===== src/hw/cache_settings.svh =====
`ifndef CACHE_SETTINGS_SVH
`define CACHE_SETTINGS_SVH

// base sizes
`define CACHE_ADDR_W 32
`define CACHE_INDEX_W 6
`define CACHE_WORD_W 32
`define CACHE_WORDS 4
`define CACHE_WAYS 2

// ----------------------------------------------------------------------
// derived sizes
`define CACHE_SETS (1 << `CACHE_INDEX_W)
`define CACHE_WSEL_W $clog2(`CACHE_WORDS)
`define CACHE_OFFSET_W (`CACHE_WSEL_W + $clog2(`CACHE_WORD_W / 8)) // byte offset in a line
`define CACHE_TAG_W (`CACHE_ADDR_W - `CACHE_INDEX_W - `CACHE_OFFSET_W)
`define CACHE_LINE_W (`CACHE_WORDS * `CACHE_WORD_W)

// tag and index together, the line address on the memory bus
`define CACHE_LADDR_W (`CACHE_TAG_W + `CACHE_INDEX_W)

`endif


===== src/hw/cachePkg.sv =====
`include "cache_settings.svh"

package cachePkg;

	typedef logic [`CACHE_ADDR_W-1:0] addrT;
	typedef logic [`CACHE_TAG_W-1:0] tagT;
	typedef logic [`CACHE_INDEX_W-1:0] indexT;
	typedef logic [`CACHE_WSEL_W-1:0] wordSelT;
	typedef logic [`CACHE_WORD_W-1:0] wordT;
	typedef logic [`CACHE_LINE_W-1:0] lineT; // word 0 in the low bits
	typedef logic [`CACHE_WAYS-1:0] wayMaskT;

	typedef enum logic [1:0] {opRead, opWrite, opInvalidate} cacheOpT;

	typedef enum logic [2:0] {sIdle, sLookup, sWriteBack, sFill, sRespond} ctrlStateT;

	typedef struct packed {
		cacheOpT op;
		addrT addr;
		wordT wdata;
	} cacheReqT;

	typedef struct packed {
		logic write;
		logic [`CACHE_LADDR_W-1:0] lineAddr;
		lineT line;
	} memReqT;

	// ----------------------------------------------------------------------
	// controller to ways, and back
	typedef struct packed {
		indexT index;
		wordSelT wordSel;
		tagT tag;
		lineT fillLine;
		wordT wdata;
		logic fill;
		logic writeWord;
		logic clean;
		logic invalidate;
	} wayCmdT;

	typedef struct packed {
		logic hit;
		logic valid;
		logic dirty;
		tagT tag;
		lineT line;
	} wayStatusT;

endpackage


===== src/hw/wayResolver.sv =====
`timescale 1ns/100ps
`include "cache_settings.svh"

module wayResolver import cachePkg::*; (
	input logic clk,
	input logic reset,
	input wayStatusT status [`CACHE_WAYS],
	input wayCmdT cmd,
	input logic touch,
	input wayMaskT touchMask,
	output logic hitAny,
	output wayMaskT hitMask,
	output wayMaskT victimMask,
	output logic victimDirty,
	output tagT victimTag,
	output lineT victimLine,
	output wordT rdata
);

	logic [`CACHE_SETS-1:0] lruBits; // number of the least recently used way
	logic lruWay;
	logic pickWay;

	assign lruWay = lruBits[cmd.index];

	always_comb begin
		hitMask = '0;
		for (int w = 0; w < `CACHE_WAYS; w++) begin
			hitMask[w] = status[w].hit;
		end
		victimMask = '0;
		victimMask[lruWay] = 1'b1;
	end

	assign hitAny = |hitMask;

	// ----------------------------------------------------------------------
	// hit way first, so an invalidate sees the line it hit
	assign pickWay = hitMask[1] ? 1'b1 : (hitMask[0] ? 1'b0 : lruWay);

	assign victimDirty = status[pickWay].valid && status[pickWay].dirty;
	assign victimTag = status[pickWay].tag;
	assign victimLine = status[pickWay].line;
	assign rdata = status[pickWay].line[cmd.wordSel * `CACHE_WORD_W +: `CACHE_WORD_W];

	// LRU table
	always_ff @(posedge clk) begin
		if (reset) begin
			lruBits <= '0;
		end else if (touch) begin
			lruBits[cmd.index] <= touchMask[0]; // way 0 used, way 1 goes next
		end
	end

endmodule


===== config.mk =====
export PLATFORM = sky130hd
export DESIGN_NAME = wayResolver
export DESIGN_NICKNAME = d
export VERILOG_FILES = /design/src/hw/cachePkg.sv /design/src/hw/wayResolver.sv
export VERILOG_INCLUDE_DIRS = /design/src /design/src/hw
export SDC_FILE = /design/constraint.sdc
export NUM_CORES = 1
export LEC_CHECK = 0
export BUFFER_PORTS_ARGS = -buffer_cell sky130_fd_sc_hd__buf_2
export CORE_AREA = 2 2 267 269
export CTS_CLUSTER_DIAMETER = 80
export DETAILED_ROUTE_END_ITERATION = 16
export DIE_AREA = 0 0 269 271
export PLACE_DENSITY = 0.41
export SLEW_MARGIN = 20
export SYNTH_ARGS = -nofsm -noshare
export SYNTH_HDL_FRONTEND = slang
export SYNTH_SLANG_ARGS = --single-unit

===== constraint.sdc =====
create_clock -name clk -period 3.2 [get_ports clk]
set_clock_uncertainty 0.1 [all_clocks]
set_input_delay 0.16 -clock clk [delete_from_list [all_inputs] [get_ports clk]]
set_output_delay 0.16 -clock clk [all_outputs]
set_load 0.01 [all_outputs]

Word-level counts from Yosys, hierarchy flattened --
Index checks and enable logic that the tools add are counted. W data, S select, Z words.
Word-level totals: register bits after elaboration 64, output and inout bits 188, logic and storage cells 24
Cells by class: magnitude comparators 5, shift-type cells 1, mux-type cells 12, bitwise operators 1, reduce and logical (&&, ||, !) cells 4
Operator list (count):
- $mux W152 | 3
- $shiftx A128 B8 Y32 | 1
- $bwmux W64 | 1
- $lt A6 B7 Y1 const B | 1
- $bmux W1 S6 | 1
- $demux W1 S6 | 1
- $ge A6 B1 Y1 const B | 1
- $mux W1 | 5
- $logic_and A1 B1 Y1 | 3
- $ge A2 B2 Y1 const B | 1
- $lt A1 B2 Y1 const B | 1
- $not A1 Y2 | 1
- $reduce_or A2 Y1 | 1
- $demux W1 S1 | 1
- $ge A1 B1 Y1 const B | 1

Logic depth before layout (Yosys ltp) --
depth after elaboration 9, mapped depth 14, mapped depth without buffers 7

Worst setup path after synthesis --
OpenSTA, ideal clock, no wires.
path kind input -> output, from input port cmd[189] (netlist name), to output port rdata[0], data arrival time 2.429 ns, data required time 2.940 ns, slack 0.511 ns, cell stages on the path 12, cell sequence buf_6 buf_6 buf_4 nand3b_1 a21oi_1 o41ai_1 o2111a_1 a41o_1 buf_6 buf_6 mux4_2 o2bb2ai_1
On the way: word-level cells in the longest chain between the ends 9
RTL lines:
- from (decl) | RTL line wayResolver.sv:8 | input wayCmdT cmd,
- $bmux W1 S6 | RTL line wayResolver.sv:24 | assign lruWay = lruBits[cmd.index];
- $mux W1 (not written as such) | RTL line wayResolver.sv:24
- $mux W1 (2 in series) | RTL line wayResolver.sv:39 | assign pickWay = hitMask[1] ? 1'b1 : (hitMask[0] ? 1'b0 : lruWay);
- $not A1 Y2 (not written as such) | RTL line wayResolver.sv:44 | assign rdata = status[pickWay].line[cmd.wordSel * `CACHE_WORD_W +: `CACHE_WORD_W];
- $mux W152 (not written as such) (2 in series) | RTL line wayResolver.sv:44
- $mux W152
- $shiftx A128 B8 Y32 | RTL line wayResolver.sv:44
- to (decl) | RTL line wayResolver.sv:17 | output wordT rdata
Every way passes these cells. The select of a mux whose other input is x is not followed.

Worst setup path after layout --
from register lruBits[6], to output port rdata[30]
On the way: word-level cells in the longest chain between the ends 9
RTL lines:
- from (decl) | RTL line wayResolver.sv:20 | logic [`CACHE_SETS-1:0] lruBits;
- from (signal, indexed assignment) | RTL line wayResolver.sv:51 | lruBits[cmd.index] <= touchMask[0];
- $bmux W1 S6 | RTL line wayResolver.sv:24
- $mux W1 (not written as such) | RTL line wayResolver.sv:24
- $mux W1 (2 in series) | RTL line wayResolver.sv:39
- $not A1 Y2 (not written as such) | RTL line wayResolver.sv:44
- $mux W152 (not written as such) (2 in series) | RTL line wayResolver.sv:44
- $mux W152
- $shiftx A128 B8 Y32 | RTL line wayResolver.sv:44
Every way passes these cells. The select of a mux whose other input is x is not followed.

==> results.ini <==
[status]
status=complete, but fails checks
violations=setup timing

[global_route]
globalRouteMet3Util_pct=2.09
grtUsageMet1_pct=14.5
grt_pass1_vias=10300
grt_usage_pct=11.6
grt_util_met2_pct=19.5
grt_max_degree=65
grt_pass1_wl_mm=64.2
antenna_found_initial=5
top_usage_layer=met2
grt_overflow=0

[setup_path]
crit_path_top_delay_cell=mux4_2
crit_top_cell=buf_12
cp-start-kind=flop
max_stage_delay_ps=530
worst_ep_arrival_time_ps=3250
rr_endpoint=lruBits[14]$_SDFFE_PP0P_
crit_required_ps=2940
critPathCaptureType=primary output
reg2reg_from=lruBits[14]$_SDFFE_PP0P_
path_cells=and3_4 > a32o_1 > or3_4 > a221oi_4 > buf_4 > a41o_4 > buf_12 > buf_12 > mux4_2 > o2bb2ai_2 > buf_2
r2r_slack_ps=2410
reg2regPathDepth=2
crit_path_max_fanout=8
setup.worst_path.class=reg -> out

[layout]
nNetsFinal=2054
layout_common_cells=buf_2 (390), buf_6 (165), nand2_1 (164)
mostFrequentLayoutCell=buf_2
fin_util_pct=20.5
largest_reg_flops=64
largest-register=lruBits
fin_area_mm2=0.0143
syn2layout_area_growth_pct=105
largestRegisters=lruBits: 64 flops
drive_gt1_share_pct=61.8

[clock_tree]
clockBufferDepth=2
tritoncts=yes
cts_made_buffers=9
clkTransAtPathRegs_ps=60
htree_levels=3
clk_latency_ps=340
cts-root-buf=clkbuf_16
numClockSinks=64

[pwr]
power_frac_comb_pct=57.0
p_int_w=0.00253
seqPwrFrac_pct=20.2
clockPowerShare_pct=22.9
power.total_w=0.00397
ir_worst_vdd_mv=0.176
powerDensity_mw_per_mm2=277
p_leak_nw=6.39
switching_share_pct=36.4
p_sw_w=0.00145

[sta]
postLayoutSetupSlackWorst_ps=-311
final-hold-violation-count=0
max_freq_mhz=285
period_share_pct=110
setup_viol=119
finalCriticalPeriod_ps=3510
rsz0062_at_grt=yes
slew_headroom_pct=31.3
slew_viol_final=0
tightest_slew_ps=1030
hold_slack_ps=298

[die]
num_rows=97
start_util_pct=10.0
coreArea_mm2=0.0698
io-pin-count=693
dieArea_mm2=0.0729
die_width_um=269
floorplan.die.height_um=271

[yosys]
ys_types=50
yosys_most_used_dff=dfxtp_1
syn_nets=1455
syn_area_per_cell_um2=7.35
synth.yosys.seq_area_share_pct=18.4
yosys_warnings=0
synth_edf_count=0
syn_inst=950
netlist_area_mm2=0.00698
ys_ff_latch=64
synthArstFlopShare_pct=0

[routing]
wl_mm=46.3
via_count=10300
drt_iter0_drc=612
drt-vias-per-instance=4.12
drc=0
dr.pass1.iters=5
ant_nets=0
routedWlPerCell_um=18.5

[job]
cap_violations=0

[min_path]
hold_class=in -> reg
worstHoldStart=touchMask[0]
whs_path_depth=3
whs_endpoint=lruBits[6]$_SDFFE_PP0P_

[placed_design]
portBuffers=505
gp_congestion=0.946
hpwl_mm=34.1
place_area_mm2=0.0112

## power by group through the flow
stage | registers [W] | clock network, W | logic [W]
2_1_floorplan | 0.000819 | 0 | 0.000769
5_1_grt | 0.000802 | 0.000964 | 0.00240
4_1_cts | 0.000802 | 0.000923 | 0.00203
6_report | 0.000802 | 0.000908 | 0.00226
3_3_place_gp | 0.000819 | 0 | 0.00158
3_5_place_dp | 0.000819 | 0 | 0.00158
## area by class of cell
cell class / count / area [µm²]
Antenna cell: 3 / 7.51
Clock buffer: 12 / 246
Clock inverter: 4 / 20.0
Fill cell: 7777 / 55500
Inverter: 5 / 18.8
Multi-Input combinational cell: 780 / 6090
Sequential cell: 64 / 1280
Tap cell: 940 / 1180
Timing Repair Buffer: 689 / 5480
## critical path: cells and delay by family, from the launching register on
kind	cells	cell delay, ps
compound gates	4	900
buf+inv	4	650
mux	1	530
simple gates	2	490
flops	1	310
## timing repair
item	in CTS	in global routing
pin swaps	15	67
hold buffers	0	0
setup buffers	40	40
cloned	11	5
gates resized for setup	271	252
endpoints found under the setup margin	153	183
## worst max path at each step
stage / start / end / slack (ps) / cells after the start
after floorplan: cmd[189] / rdata[0] / 510 / 12
after global placement: cmd[189] / rdata[30] / -360 / 13
after detailed placement: cmd[189] / rdata[20] / -350 / 13
after CTS: lruBits[6]$_SDFFE_PP0P_ / rdata[31] / -390 / 11
after global routing: lruBits[6]$_SDFFE_PP0P_ / rdata[31] / -440 / 10
final: lruBits[6]$_SDFFE_PP0P_ / rdata[30] / -310 / 11
## stage by stage
stage / worst slack (ps) / std cells / setup TNS [ps]
floorplan: 511 / 950 / 0
global placement: -357 / 2404 / -19050
detailed placement: -349 / 2404 / -17600
CTS: -389 / 2468 / -24900
global route: -441 / 2496 / -31520
finish: -311 / 2497 / -15300
## cells by family (layout without fill, tap and decap cells)
logic type | after synthesis | count (layout) | share of synthesized area [%]
other | 0 | 3 | 0
muxes | 106 | 106 | 22.1
and+or+nand+nor | 413 | 413 | 26.3
AOI/OAI and AO/OA | 261 | 261 | 25.2
buffers and inverters | 106 | 710 | 7.96
DFF | 64 | 64 | 18.4
## cells in the mapped netlist, types with 2 or more instances
cell | instances | area share (%)
nand2_1 | 270 | 15
nand3_1 | 79 | 5.7
a21oi_1 | 75 | 5.4
a221oi_1 | 68 | 8.5
mux2_2 | 67 | 11
o21ai_0 | 66 | 4.7
dfxtp_1 | 64 | 18
clkbuf_1 | 52 | 2.8
mux4_2 | 32 | 10
o2bb2ai_1 | 32 | 4.0
buf_4 | 21 | 2.3
buf_2 | 15 | 1.1
nand3b_1 | 14 | 1.5
nor2_1 | 12 | 0.65
mux2i_1 | 7 | 1.0
buf_1 | 6 | 0.32
or3b_1 | 6 | 0.75
buf_6 | 5 | 0.81
inv_1 | 5 | 0.27
nor2b_1 | 5 | 0.45
and3_1 | 4 | 0.36
nor3_1 | 4 | 0.29
and3b_1 | 3 | 0.38
nand2b_1 | 3 | 0.27
o41ai_1 | 3 | 0.38
and2_1 | 2 | 0.18
buf_8 | 2 | 0.43
nor3b_2 | 2 | 0.36
o32ai_1 | 2 | 0.25
or2_2 | 2 | 0.18
or3_1 | 2 | 0.18
or3b_2 | 2 | 0.25
## metal layers
| metal | part of all wire (%) | routed length [µm] |
|---|---|---|
| met1 | 40 | 18600 |
| met2 | 49 | 22800 |
| met3 | 6.8 | 3140 |
| met4 | 3.8 | 1750 |
| met5 | 0.048 | 22 |
(Power assumes the default switching activity.)
