**src/hw/cache_settings.svh**
```systemverilog
`ifndef CACHE_SETTINGS_SVH
`define CACHE_SETTINGS_SVH

// base sizes
`define CACHE_ADDR_W 32
`define CACHE_INDEX_W 6
`define CACHE_WORD_W 32
`define CACHE_WORDS 4
`define CACHE_WAYS 2

// ----------------------------------------------------------------------
// derived sizes
`define CACHE_SETS (1 << `CACHE_INDEX_W)
`define CACHE_WSEL_W $clog2(`CACHE_WORDS)
`define CACHE_OFFSET_W (`CACHE_WSEL_W + $clog2(`CACHE_WORD_W / 8)) // byte offset in a line
`define CACHE_TAG_W (`CACHE_ADDR_W - `CACHE_INDEX_W - `CACHE_OFFSET_W)
`define CACHE_LINE_W (`CACHE_WORDS * `CACHE_WORD_W)

// tag and index together, the line address on the memory bus
`define CACHE_LADDR_W (`CACHE_TAG_W + `CACHE_INDEX_W)

`endif

```
**src/hw/cachePkg.sv**
```systemverilog
`include "cache_settings.svh"

package cachePkg;

	typedef logic [`CACHE_ADDR_W-1:0] addrT;
	typedef logic [`CACHE_TAG_W-1:0] tagT;
	typedef logic [`CACHE_INDEX_W-1:0] indexT;
	typedef logic [`CACHE_WSEL_W-1:0] wordSelT;
	typedef logic [`CACHE_WORD_W-1:0] wordT;
	typedef logic [`CACHE_LINE_W-1:0] lineT; // word 0 in the low bits
	typedef logic [`CACHE_WAYS-1:0] wayMaskT;

	typedef enum logic [1:0] {opRead, opWrite, opInvalidate} cacheOpT;

	typedef enum logic [2:0] {sIdle, sLookup, sWriteBack, sFill, sRespond} ctrlStateT;

	typedef struct packed {
		cacheOpT op;
		addrT addr;
		wordT wdata;
	} cacheReqT;

	typedef struct packed {
		logic write;
		logic [`CACHE_LADDR_W-1:0] lineAddr;
		lineT line;
	} memReqT;

	// ----------------------------------------------------------------------
	// controller to ways, and back
	typedef struct packed {
		indexT index;
		wordSelT wordSel;
		tagT tag;
		lineT fillLine;
		wordT wdata;
		logic fill;
		logic writeWord;
		logic clean;
		logic invalidate;
	} wayCmdT;

	typedef struct packed {
		logic hit;
		logic valid;
		logic dirty;
		tagT tag;
		lineT line;
	} wayStatusT;

endpackage

```
**src/hw/missController.sv**
```systemverilog
`timescale 1ns/100ps
`include "cache_settings.svh"

module missController import cachePkg::*; (
	input logic clk,
	input logic reset,
	input logic reqValid,
	input cacheReqT req,
	output logic reqReady,
	output logic respValid,
	input logic hitAny,
	input wayMaskT hitMask,
	input wayMaskT victimMask,
	input logic victimDirty,
	input tagT victimTag,
	input lineT victimLine,
	output wayCmdT cmd,
	output wayMaskT sel,
	output logic touch,
	output wayMaskT touchMask,
	output logic memReqValid,
	output memReqT memReq,
	input logic memReqReady,
	input logic memRespValid,
	input lineT memResp
);

	ctrlStateT state;
	cacheReqT reqQ;
	wayMaskT targetMask; // picked at lookup, kept through write-back and fill
	tagT reqTag;
	indexT reqIndex;
	logic isInval;
	logic isWrite;
	logic toWriteBack;
	logic memAccept;

	assign reqTag = reqQ.addr[`CACHE_ADDR_W-1 -: `CACHE_TAG_W];
	assign reqIndex = reqQ.addr[`CACHE_OFFSET_W +: `CACHE_INDEX_W];
	assign isInval = (reqQ.op == opInvalidate);
	assign isWrite = (reqQ.op == opWrite);
	assign memAccept = memReqValid && memReqReady;

	// dirty hit for invalidate, dirty victim for a miss
	assign toWriteBack = victimDirty && (isInval ? hitAny : !hitAny);

	assign reqReady = (state == sIdle);
	assign respValid = (state == sRespond);

	// ----------------------------------------------------------------------
	// way commands
	always_comb begin
		cmd.index = reqIndex;
		cmd.wordSel = reqQ.addr[`CACHE_OFFSET_W-1 -: `CACHE_WSEL_W];
		cmd.tag = reqTag;
		cmd.fillLine = memResp;
		cmd.wdata = reqQ.wdata;
		cmd.fill = 1'b0;
		cmd.writeWord = 1'b0;
		cmd.clean = 1'b0;
		cmd.invalidate = 1'b0;
		sel = '0;
		touch = 1'b0;
		touchMask = '0;
		case (state)
			sLookup: begin
				if (hitAny && !isInval) begin
					cmd.writeWord = isWrite;
					sel = hitMask;
					touch = 1'b1;
					touchMask = hitMask;
				end else if (hitAny && !victimDirty) begin
					cmd.invalidate = 1'b1; // clean line, nothing to flush
					sel = hitMask;
				end
			end
			sWriteBack: begin
				if (memAccept) begin
					cmd.invalidate = isInval;
					cmd.clean = !isInval;
					sel = targetMask;
				end
			end
			sFill: begin
				if (memRespValid) begin
					cmd.fill = 1'b1;
					cmd.writeWord = isWrite; // write-allocate merge
					sel = targetMask;
					touch = 1'b1;
					touchMask = targetMask;
				end
			end
			default: ;
		endcase
	end

	// ----------------------------------------------------------------------
	// FSM
	always_ff @(posedge clk) begin
		if (reset) begin
			state <= sIdle;
			memReqValid <= 1'b0;
		end else begin
			case (state)
				sIdle: begin
					if (reqValid) begin
						state <= sLookup;
					end
				end
				sLookup: begin
					if (hitAny && !isInval) begin
						state <= sRespond;
					end else if (toWriteBack) begin
						memReqValid <= 1'b1;
						state <= sWriteBack;
					end else if (isInval) begin
						state <= sRespond;
					end else begin
						memReqValid <= 1'b1;
						state <= sFill;
					end
				end
				sWriteBack: begin
					if (memAccept) begin
						memReqValid <= !isInval; // fill request follows at once
						state <= isInval ? sRespond : sFill;
					end
				end
				sFill: begin
					if (memAccept) begin
						memReqValid <= 1'b0;
					end
					if (memRespValid) begin
						state <= sRespond;
					end
				end
				default: state <= sIdle;
			endcase
		end
	end

	// request, target way and memory payload
	always_ff @(posedge clk) begin
		if (reqValid && reqReady) begin
			reqQ <= req;
		end
		if (state == sLookup) begin
			targetMask <= isInval ? hitMask : victimMask;
			memReq.write <= toWriteBack;
			memReq.lineAddr <= toWriteBack ? {victimTag, reqIndex} : {reqTag, reqIndex};
			memReq.line <= victimLine;
		end else if (state == sWriteBack && memAccept) begin
			memReq.write <= 1'b0;
			memReq.lineAddr <= {reqTag, reqIndex};
		end
	end

endmodule

```
**config.mk**
```make
export PLATFORM = sky130hd
export DESIGN_NAME = missController
export DESIGN_NICKNAME = d
export VERILOG_FILES = /design/src/hw/cachePkg.sv /design/src/hw/missController.sv
export VERILOG_INCLUDE_DIRS = /design/src /design/src/hw
export SDC_FILE = /design/constraint.sdc
export NUM_CORES = 1
export LEC_CHECK = 0
export BUFFER_PORTS_ARGS = -buffer_cell sky130_fd_sc_hd__buf_2
export CAP_MARGIN = 25
export CORE_AREA = 2 2 281 283
export CTS_CLUSTER_DIAMETER = 120
export DETAILED_ROUTE_END_ITERATION = 16
export DIE_AREA = 0 0 283 285
export HOLD_SLACK_MARGIN = 0.03
export PLACE_DENSITY = 0.34
export SLEW_MARGIN = 20
export SYNTH_ARGS = -nofsm -noshare
export SYNTH_HDL_FRONTEND = slang
export SYNTH_SLANG_ARGS = --single-unit
```
**constraint.sdc**
```tcl
create_clock -name clk -period 4.3 [get_ports clk]
set_input_delay 0.215 -clock clk [delete_from_list [all_inputs] [get_ports clk]]
set_output_delay 0.215 -clock clk [all_outputs]
set_load 0.01 [all_outputs]
```
### After elaboration in Yosys (flattened, before gate mapping)

Cells that the tools add are included.

* flip-flop bits (word level): 229
* bits in latches: 0
* RAM bits: 0
* ROM bits: 0
* input bits: 355
* output and inout port bits: 359
* logic and storage cells: 72
* memories: 0

* add/subtract/negate cells: 0
* multipliers: 0
* div/mod/pow operators: 0
* order comparisons: 0
* equal/unequal tests: 12
* shifts and indexed selects: 0
* muxes and demuxes: 37
* bitwise operators: 0
* reductions and logical operators: 14

Operators by type and width (count)
* 29-bit two-way mux: 2
* 28-bit two-way mux: 1
* 3-bit two-way mux: 6
* 2-bit two-way mux: 8
* 1-bit two-way mux: 13
* 3-bit case mux with 4 select lines: 1
* 2-bit inequality test, second input constant: 5
* 3-bit by 2-bit equality test with 1-bit output, second input constant: 2
* 1-bit logical AND: 6
* 1-bit case mux with 2 select lines: 3
* 2-bit case mux with 3 select lines: 1
* 5-bit AND reduction: 1
* 2-bit case mux with 2 select lines: 1
* 3-bit by 1-bit equality test with 1-bit output, second input constant: 1
* 3-bit equality test, second input constant: 1
* 1-bit zero test: 3
* 3-bit zero test: 1
* 3-bit inequality test, second input constant: 1
* 1-bit case mux with 3 select lines: 1
* 3-bit AND reduction: 1
* 3-bit nonzero test: 1
* 2-bit by 1-bit equality test with 1-bit output, second input constant: 1
* 2-bit equality test, second input constant: 1
* 2-bit nonzero test: 1

### Depth between registers and ports, before layout

Gate-level depths: netlist of run 1.

* depth after elaboration: 6
* depth in mapped cells: 8
* gate-level depth less buffers: 7

### Worst setup path before layout of run 1

OpenSTA, ideal clock, no wires.

* path type: flip-flop to output port
* start: reg state[0]
* end: out touchMask[0]
* data arrival time: 3888 ps
* required time: 4085 ps
* path slack: 197 ps
* stages on the path, launching flop included: 5
* path buffers: 1
* path through: dfxtp_1 > buf_4 > or3b_4 > inv_1 > a32o_1

* longest elaborated chain between the ends: 2
* elaborated cells between the ends (all ways): 3
* classes of those cells: 2 x eq/ne; 1 x mux

Ends and longest elaborated chain
* start: declaration: line missController.sv:28 `ctrlStateT state;`
* start signal: assignment: line missController.sv:101 `state <= sIdle;`
* start signal: assignment: line missController.sv:107 `state <= sLookup;`
* start signal: assignment: line missController.sv:112 `state <= sRespond;`
* 3-bit by 2-bit equality test with 1-bit output or 3-bit by 1-bit equality test with 1-bit output (tied branches): line missController.sv:65 `case (state)`
* 2-bit case mux with 2 select lines *: line missController.sv:65
* end: declaration: line missController.sv:20 `output wayMaskT touchMask,`

Every way passes the cells marked *; elsewhere a longest branch is shown, timed or not.

### Worst setup path in the final report of run 1

Ends and elaborated chain as after synthesis.

==> run summary, run 1 <==
status -> finished, final reports clean
Overflow after GRT -> 0
register area share after synthesis -> 0.757
Avg Inst Size Synth -> 17.7 µm²
clk buf depth -> 3
Yosys warnings -> 0
reg2reg path depth -> 6
RSZ-0062 raised after global routing -> no
Reg area -> 6780 µm²
Worst-path clk slew -> 0.05 ns
crit end category -> primary output
period utilization -> 0.673
path length in cells of the critical path -> 4
vias in the first global route -> 6721
post-synthesis async set-or-reset flop share -> 0
Setup Crit Path Kind -> flop to primary output
FMAX -> 346 MHz
critical path, cell by cell -> or3b_4, inv_4, a32o_1, buf_2
Synth Register Bits -> 227
setup_tns -> 0 ns
post-cts sizing count -> 0
Post-synth EDFFs -> 223
number of routed nets with antenna violations -> 0
Core Area -> 78000 µm²
Leak -> 5.65 nW
DRC -> 0
Critical Path AT -> 2.68 ns
post-layout min period -> 2.89 ns
Met2 Routed Length -> 15600 µm
GRT Overall Usage -> 0.0742
Slowest-stage cell, CP -> dfxtp_1
worst min path class -> primary input to flop
Max Cap Viol -> 0
Top Layer Used -> met5
Worst path max stage delay -> 0.68 ns
hold path cells -> 4
share of post-route cells with drive strength above 1 -> 0.511
RePlAce Congestion -> 0.759
VDD IR-drop max -> 293 µV
wire per inst -> 15.0 µm
Slew headroom -> 0.399
initial antenna violation count -> 5
fin area -> 14300 µm²
ys flop type -> edfxtp_1
crit path buf inv count -> 2
CP delay by family, top -> flip-flops
crit-path max FO -> 49
DR vias/cell -> 2.83
Starting Density -> 0.115
Placement Cell Area -> 11100 µm²
DR vias -> 5923
Final Setup Violations -> 0
first-pass GRT wire length -> 44000 µm
clk sink count -> 227
Fillers -> 8486
largest net degree at the start of global routing -> 51
H-tree depth -> 1
Slew Limit Fails -> 0
Slew @ Worst Pin -> 0.902 ns
Multi-input gate area -> 694 µm²
Worst EP required -> 4.09 ns
Port Buffers -> 455
Die Y -> 285 µm
hpwl dp -> 23500 µm
Syn Inst Count -> 506
routed length on met1 -> 10500 µm
mapped cell area -> 8950 µm²
met3 wire length -> 3440 µm
I/O pin cnt -> 714
CTS buffer count -> 28
Die Wd -> 283 µm
nets@finish -> 1379
pre-CTS setup slack -> 1.37 ns
Hold Fails Final Rpt -> 0
final worst setup slack -> 1.41 ns
power per cell area -> 441 nW/µm²
Layout Skew -> 0.0445 ns
First-pass DRT Iterations -> 4
P&R area growth vs syn -> 59.5%
Die Area -> 80700 µm²
# rows -> 103
Worst-Skew Late Latency -> 0.60 ns
post-synth cell types -> 34
final WL -> 31400 µm
Post-Syn Nets -> 862
initial detailed-routing violation count -> 194
Root Buffer Master -> clkbuf_16
CP Launch Type -> flop
TritonCTS clock tree -> built
Antenna Cells -> 0
## state kept, by name (all words and copies together), names as in the netlist
register,count
memReqValid,1
state,3
reqQ,2
cmd,62
memReq,157
targetMask,2
## worst register-to-register path, stage by stage (launching register included)
cell and delay [ns]:
edfxtp_1 0.38, nor2b_1 0.48, inv_1 0.24, ha_1 0.36, nand2_1 0.15, nor2_8 0.56
mux2_2 0.43
## repair_timing
action                    4_1_cts  5_1_grt
buffers inserted                0        0
hold endpoints to repair      220        0
hold buffers                  220        0
## cell families (layout without fill, tap and decap cells)
| group | after synthesis | after routing | synth area share |
|---|---|---|---|
| adders and majority gates | 1 | 1 | 0.00140 |
| AOI/OAI and AO/OA | 18 | 18 | 0.0138 |
| DFF | 227 | 227 | 0.757 |
| and+or+nand+nor | 38 | 38 | 0.0240 |
| muxes | 23 | 23 | 0.0367 |
| buffers and inverters | 199 | 735 | 0.167 |
## per-stage QoR
| step | power [mW] | cells | utilization | hold slack, ns |
|---|---|---|---|---|
| 5_1_grt | 6.60 | 2092 | 0.183 | 0.134 |
| 2_1_floorplan | 3.49 | 506 | - | 0.292 |
| 4_1_cts | 6.45 | 2092 | 0.183 | 0.0541 |
| 3_3_place_gp | 3.80 | 1823 | 0.143 | 0.391 |
| 6_report | 6.30 | 2092 | 0.183 | 0.121 |
| 3_5_place_dp | 3.79 | 1823 | 0.143 | 0.393 |
## final cells by class
cell class | count | area share
multi-input cells | 80 | 0.0486
inverters | 3 | 0.000964
repair buffers | 683 | 0.319
well taps | 1050 | 0.0920
clock buffers | 33 | 0.0504
flip-flops and latches | 227 | 0.474
clock inverters | 16 | 0.0150
## worst paths after layout
path | slack (ns) | startpoint | endpoint
setup / recovery | 1.41 | state[0]$_SDFFE_PP0P_ | touchMask[0]
hold / removal | 0.12 | reqValid | state[1]$_SDFFE_PP0P_
setup reg to reg | 1.46 | reqQ[64]$_DFFE_PP_ | memReq[134]$_DFFE_PP_
hold reg to reg | 0.45 | cmd[188]$_DFFE_PP_ | memReq[128]$_DFFE_PP_
## where the power goes
part / switching [mW] / internal [mW]
registers: 0.0941 / 2.78
clock network: 0.978 / 1.43
logic: 0.558 / 0.448
total: 1.63 / 4.67
## cells in the final DEF, fill, tap and decap left out, types with 2 or more instances in the layout
cell,n
edfxtp_1,223
clkinvlp_4,2
nor2_1,7
clkbuf_16,28
a21oi_1,6
a22o_1,2
bufinv_16,4
nor3_1,6
nand2_1,11
clkinv_2,4
buf_4,7
clkinv_1,3
buf_2,455
mux2_2,3
dfxtp_1,4
nor3b_1,2
a32o_1,2
o21ai_0,2
dlygate4sd3_1,220
and3b_1,2
clkbuf_1,5
nor2b_1,2
inv_1,2
mux2_4,19
## cells in the mapped netlist, drive strengths merged (2+ instances only)
cell type / number / share of area
nor3b: 2 / 0.0017
nor2: 8 / 0.0052
edfxtp: 223 / 0.75
a21oi: 6 / 0.0034
nand2: 11 / 0.0046
nor3: 6 / 0.0034
nor2b: 2 / 0.0014
a32o: 2 / 0.0022
and3b: 2 / 0.0020
dfxtp: 4 / 0.0089
inv: 3 / 0.0013
o21ai: 3 / 0.0017
a22o: 2 / 0.0020
mux2: 22 / 0.036
buf: 194 / 0.17
clkbuf: 2 / 0.00084
## layer usage
layer	vias to the layer above	global-route usage
li1	2677	-
met1	2744	0.0701
met2	384	0.131
met3	108	0.0372
met4	10	0.0415
met5	-	0.00116
Power figures use the tool's default switching activity.
==> run 2: changes to the inputs <==
- clock period: 4.3 -> 2.77 ns (I/O delays scaled with it)
==> run summary, run 2 (synthesis gave the netlist of run 1 again) <==
Placed Cells -> 1830
Multi-input gate area -> 696 µm²
crit end category -> primary output
DRC -> 0
DR vias -> 6040
busiest grt layer -> met2
Fillers -> 8469
Max Cap Viol -> 0
Slew @ Worst Pin -> 0.823 ns
met1 Use GR -> 0.0738
GRT Overall Usage -> 0.0746
FMAX -> 404 MHz
Finished Layout Cells -> 2109
P&R area growth vs syn -> 61.5%
GR Util met3 -> 0.0348
CP Launch Type -> flop
commonest cells after routing, fill and taps aside -> buf_2 (455), dlygate4sd3_1 (225), edfxtp_1 (223)
Reg area -> 6780 µm²
Setup Crit Path Kind -> flop to primary output
CP delay by family, top -> simple AND/OR/NAND/NOR gates
Port Buffers -> 455
VDD IR-drop max -> 478 µV
nets@finish -> 1392
Final Setup Violations -> 0
largest net degree at the start of global routing -> 52
clk buf depth -> 3
I/O pin cnt -> 714
H-tree depth -> 1
met2 Track Usage GR -> 0.127
first-pass GRT wire length -> 44500 µm
total chip power -> 9.98 mW
max reg flops -> 157
Final Hold Slack -> 0.0926 ns
Reg with most FFs -> memReq
crit-path max FO -> 7
First-pass DRT Iterations -> 4
Core Area -> 78000 µm²
share of post-route cells with drive strength above 1 -> 0.514
clk sink count -> 227
power per cell area -> 690 nW/µm²
# rows -> 103
critical path, cell by cell -> nor2b_1, inv_1, ha_1, mux2i_1, nor3b_1, and3b_1, buf_2
RSZ-0062 raised after global routing -> no
wire per inst -> 15.0 µm
initial detailed-routing violation count -> 177
post-layout min period -> 2.48 ns
final core utilization -> 0.186
Die Area -> 80700 µm²
final WL -> 31700 µm
hpwl dp -> 23600 µm
Layout Skew -> 0.0139 ns
Root Buffer Master -> clkbuf_16
Critical Path AT -> 2.34 ns
Slowest-stage cell, CP -> edfxtp_1
DR vias/cell -> 2.86
TritonCTS clock tree -> built
Overflow after GRT -> 0
pre-CTS setup slack -> 0.516 ns
crit path buf inv count -> 2
Die Y -> 285 µm
most common cell after layout, fill and taps aside -> buf_2
Worst-path clk slew -> 0.06 ns
Antenna Cells -> 0
Leak -> 5.76 nW
Starting Density -> 0.115
period utilization -> 0.894
worst min path class -> primary input to flop
Setup Buffers After CTS -> 0
status -> finished, final reports clean
CTS buffer count -> 29
final worst setup slack -> 0.293 ns
Slew headroom -> 0.449
Hold Fails Final Rpt -> 0
post-cts sizing count -> 0
Worst EP required -> 2.63 ns
setup_tns -> 0 ns
number of routed nets with antenna violations -> 0
Placement Cell Area -> 11200 µm²
Slew Limit Fails -> 0
initial antenna violation count -> 6
Worst path max stage delay -> 0.37 ns
fin area -> 14500 µm²
RePlAce Congestion -> 0.756
Worst-Skew Late Latency -> 0.59 ns
Die Wd -> 283 µm
vias in the first global route -> 6697
-- run 2: worst paths after layout --
check | start | to | slack [ns] | cells after the start
max | reqQ[65]$_DFFE_PP_ | cmd[2] | 0.29 | 7
min | memRespValid | state[0]$_SDFFE_PP0P_ | 0.09 | 4
max reg2reg | reqQ[64]$_DFFE_PP_ | memReqValid$_SDFFE_PP0P_ | 0.60 | 8
min reg2reg | cmd[192]$_DFFE_PP_ | memReq[132]$_DFFE_PP_ | 0.44 | 0
-- run 2: routing by layer --
metal | up-vias | share of wire
li1 | 2714 | -
met1 | 2842 | 0.34
met2 | 377 | 0.48
met3 | 101 | 0.11
met4 | 6 | 0.066
met5 | - | 0.0012
-- run 2: what timing repair did --
action | in CTS | in global routing
hold buffers | 225 | 0
endpoints found under the hold margin | 220 | 0
endpoints found under the setup margin | 0 | 0
-- run 2: power by group --
part | leakage, nW | internal (mW) | switching [mW]
clock network | 0.482 | 2.30 | 1.61
logic | 3.15 | 0.739 | 0.895
registers | 2.13 | 4.32 | 0.129
total | 5.76 | 7.35 | 2.63
-- run 2: area by class of cell --
class                   count  share of cell area
clock buffers              31              0.0507
clock inverters            23              0.0166
repair buffers            695               0.324
multi-input cells          80              0.0481
inverters                   3             0.00104
flip-flops and latches    227               0.468
well taps                1050              0.0908
-- run 2: worst reg2reg max path, stage by stage, from the launching register on --
cell           delay (ns)
edfxtp_1             0.37
nor2b_1              0.16
inv_1                0.13
ha_1                 0.31
nand2_1              0.21
nand2_1              0.11
a21oi_1              0.15
nor3_1               0.06
dlygate4sd3_1        0.55
==> run 3: changes to the inputs <==
- clock period: 2.77 -> 2.9 ns (I/O delays scaled with it)
==> run summary, run 3 (synthesis gave the netlist of run 1 again) <==
Multi-input gate area -> 696 µm²
First-pass DRT Iterations -> 4
DR vias/cell -> 2.85
Starting Density -> 0.115
Critical Path AT -> 2.43 ns
CP Launch Type -> flop
commonest cells after routing, fill and taps aside -> buf_2 (455), dlygate4sd3_1 (226), edfxtp_1 (223)
RSZ-0062 raised after global routing -> no
DRC -> 0
power per cell area -> 636 nW/µm²
crit path buf inv count -> 3
wire per inst -> 15.0 µm
Die Wd -> 283 µm
total chip power -> 9.17 mW
final core utilization -> 0.185
critical path, cell by cell -> nor2b_1, buf_4, inv_1, ha_1, mux2i_1, nor3b_1, and3b_1, buf_2
# rows -> 103
DR vias -> 6023
Worst EP required -> 2.76 ns
Setup Buffers After CTS -> 0
first-pass GRT wire length -> 45000 µm
Core Area -> 78000 µm²
busiest grt layer -> met2
GRT Overall Usage -> 0.0750
RePlAce Congestion -> 0.738
Setup Crit Path Kind -> flop to primary output
number of routed nets with antenna violations -> 0
period utilization -> 0.889
Slew @ Worst Pin -> 0.472 ns
most common cell after layout, fill and taps aside -> buf_2
nets@finish -> 1393
Reg with most FFs -> memReq
Leak -> 5.71 nW
largest net degree at the start of global routing -> 44
Slew headroom -> 0.685
Worst path max stage delay -> 0.37 ns
VDD IR-drop max -> 428 µV
Die Area -> 80700 µm²
hpwl dp -> 24000 µm
initial detailed-routing violation count -> 161
max reg flops -> 157
Root Buffer Master -> clkbuf_16
setup_tns -> 0 ns
path length in cells of the critical path -> 8
GR Util met3 -> 0.0365
Worst-Skew Late Latency -> 0.60 ns
Hold Fails Final Rpt -> 0
I/O pin cnt -> 714
TritonCTS clock tree -> built
crit-path max FO -> 9
status -> finished, final reports clean
met2 Track Usage GR -> 0.129
Slew Limit Fails -> 0
post-layout min period -> 2.58 ns
Max Cap Viol -> 0
P&R area growth vs syn -> 60.8%
Layout Skew -> 0.0350 ns
final WL -> 31700 µm
initial antenna violation count -> 5
Die Y -> 285 µm
crit end category -> primary output
hold path cells -> 2
clk sink count -> 227
Worst-path clk slew -> 0.06 ns
H-tree depth -> 1
CP delay by family, top -> simple AND/OR/NAND/NOR gates
Overflow after GRT -> 0
Fillers -> 8479
Port Buffers -> 455
Reg area -> 6780 µm²
met1 Use GR -> 0.0732
vias in the first global route -> 6925
worst min path class -> primary input to flop
clk buf depth -> 3
CTS buffer count -> 28
reg2reg path depth -> 9
FMAX -> 388 MHz
Slowest-stage cell, CP -> edfxtp_1
share of post-route cells with drive strength above 1 -> 0.510
Final Setup Violations -> 0
run 3: cell count changes in the layout (fill, tap and decap cells not counted):
cell,change
clkbuf_1,+5
clkinvlp_4,+1
clkinv_16,+1
inv_16,-1
clkbuf_16,-1
clkinv_1,-3
diode_2,+2
buf_16,+1
clkinv_4,-2
dlygate4sd3_1,+1
bufinv_16,-3
run 3: path summary, 6_finish.rpt:
| kind | startpoint | end | slack (ns) |
|---|---|---|---|
| max | reqQ[65]$_DFFE_PP_ | cmd[2] | 0.32 |
| min | victimLine[21] | memReq[21]$_DFFE_PP_ | 0.25 |
| max reg2reg | reqQ[65]$_DFFE_PP_ | state[0]$_SDFFE_PP0P_ | 0.36 |
| min reg2reg | cmd[190]$_DFFE_PP_ | memReq[130]$_DFFE_PP_ | 0.45 |
run 3: area by class of cell:
class                   count  area share
well taps                1050      0.0912
clock buffers              35      0.0505
inverters                   3     0.00104
diodes                      2    0.000348
clock inverters            16     0.00964
flip-flops and latches    227       0.471
multi-input cells          80      0.0483
repair buffers            697       0.328
run 3: per-stage QoR:
step,std cells,cell area (µm²),worst slack [ns],hold WS (ns)
global placement,1830,11200,0.566,0.290
detailed placement,1831,11300,0.651,0.290
global route,2109,14400,0.0542,0.206
floorplan,506,8960,-0.308,0.222
finish,2110,14400,0.322,0.249
CTS,2108,14400,0.227,0.194
run 3: metal layers:
layer	vias up	wire length (µm)
li1	2710	-
met1	2837	10800
met2	371	15500
met3	101	3460
met4	4	1870
met5	-	23
run 3: repair_timing:
action | in CTS | in global routing
hold buffers | 226 | 0
gates resized for setup | 0 | 0
setup endpoints to repair | 0 | 0
hold endpoints to repair | 222 | 0
run 3: power breakdown:
| group | internal, mW | switching, mW | leakage [nW] |
|---|---|---|---|
| combinational | 0.721 | 0.846 | 3.16 |
| sequential | 4.12 | 0.127 | 2.13 |
| clock | 1.88 | 1.47 | 0.422 |
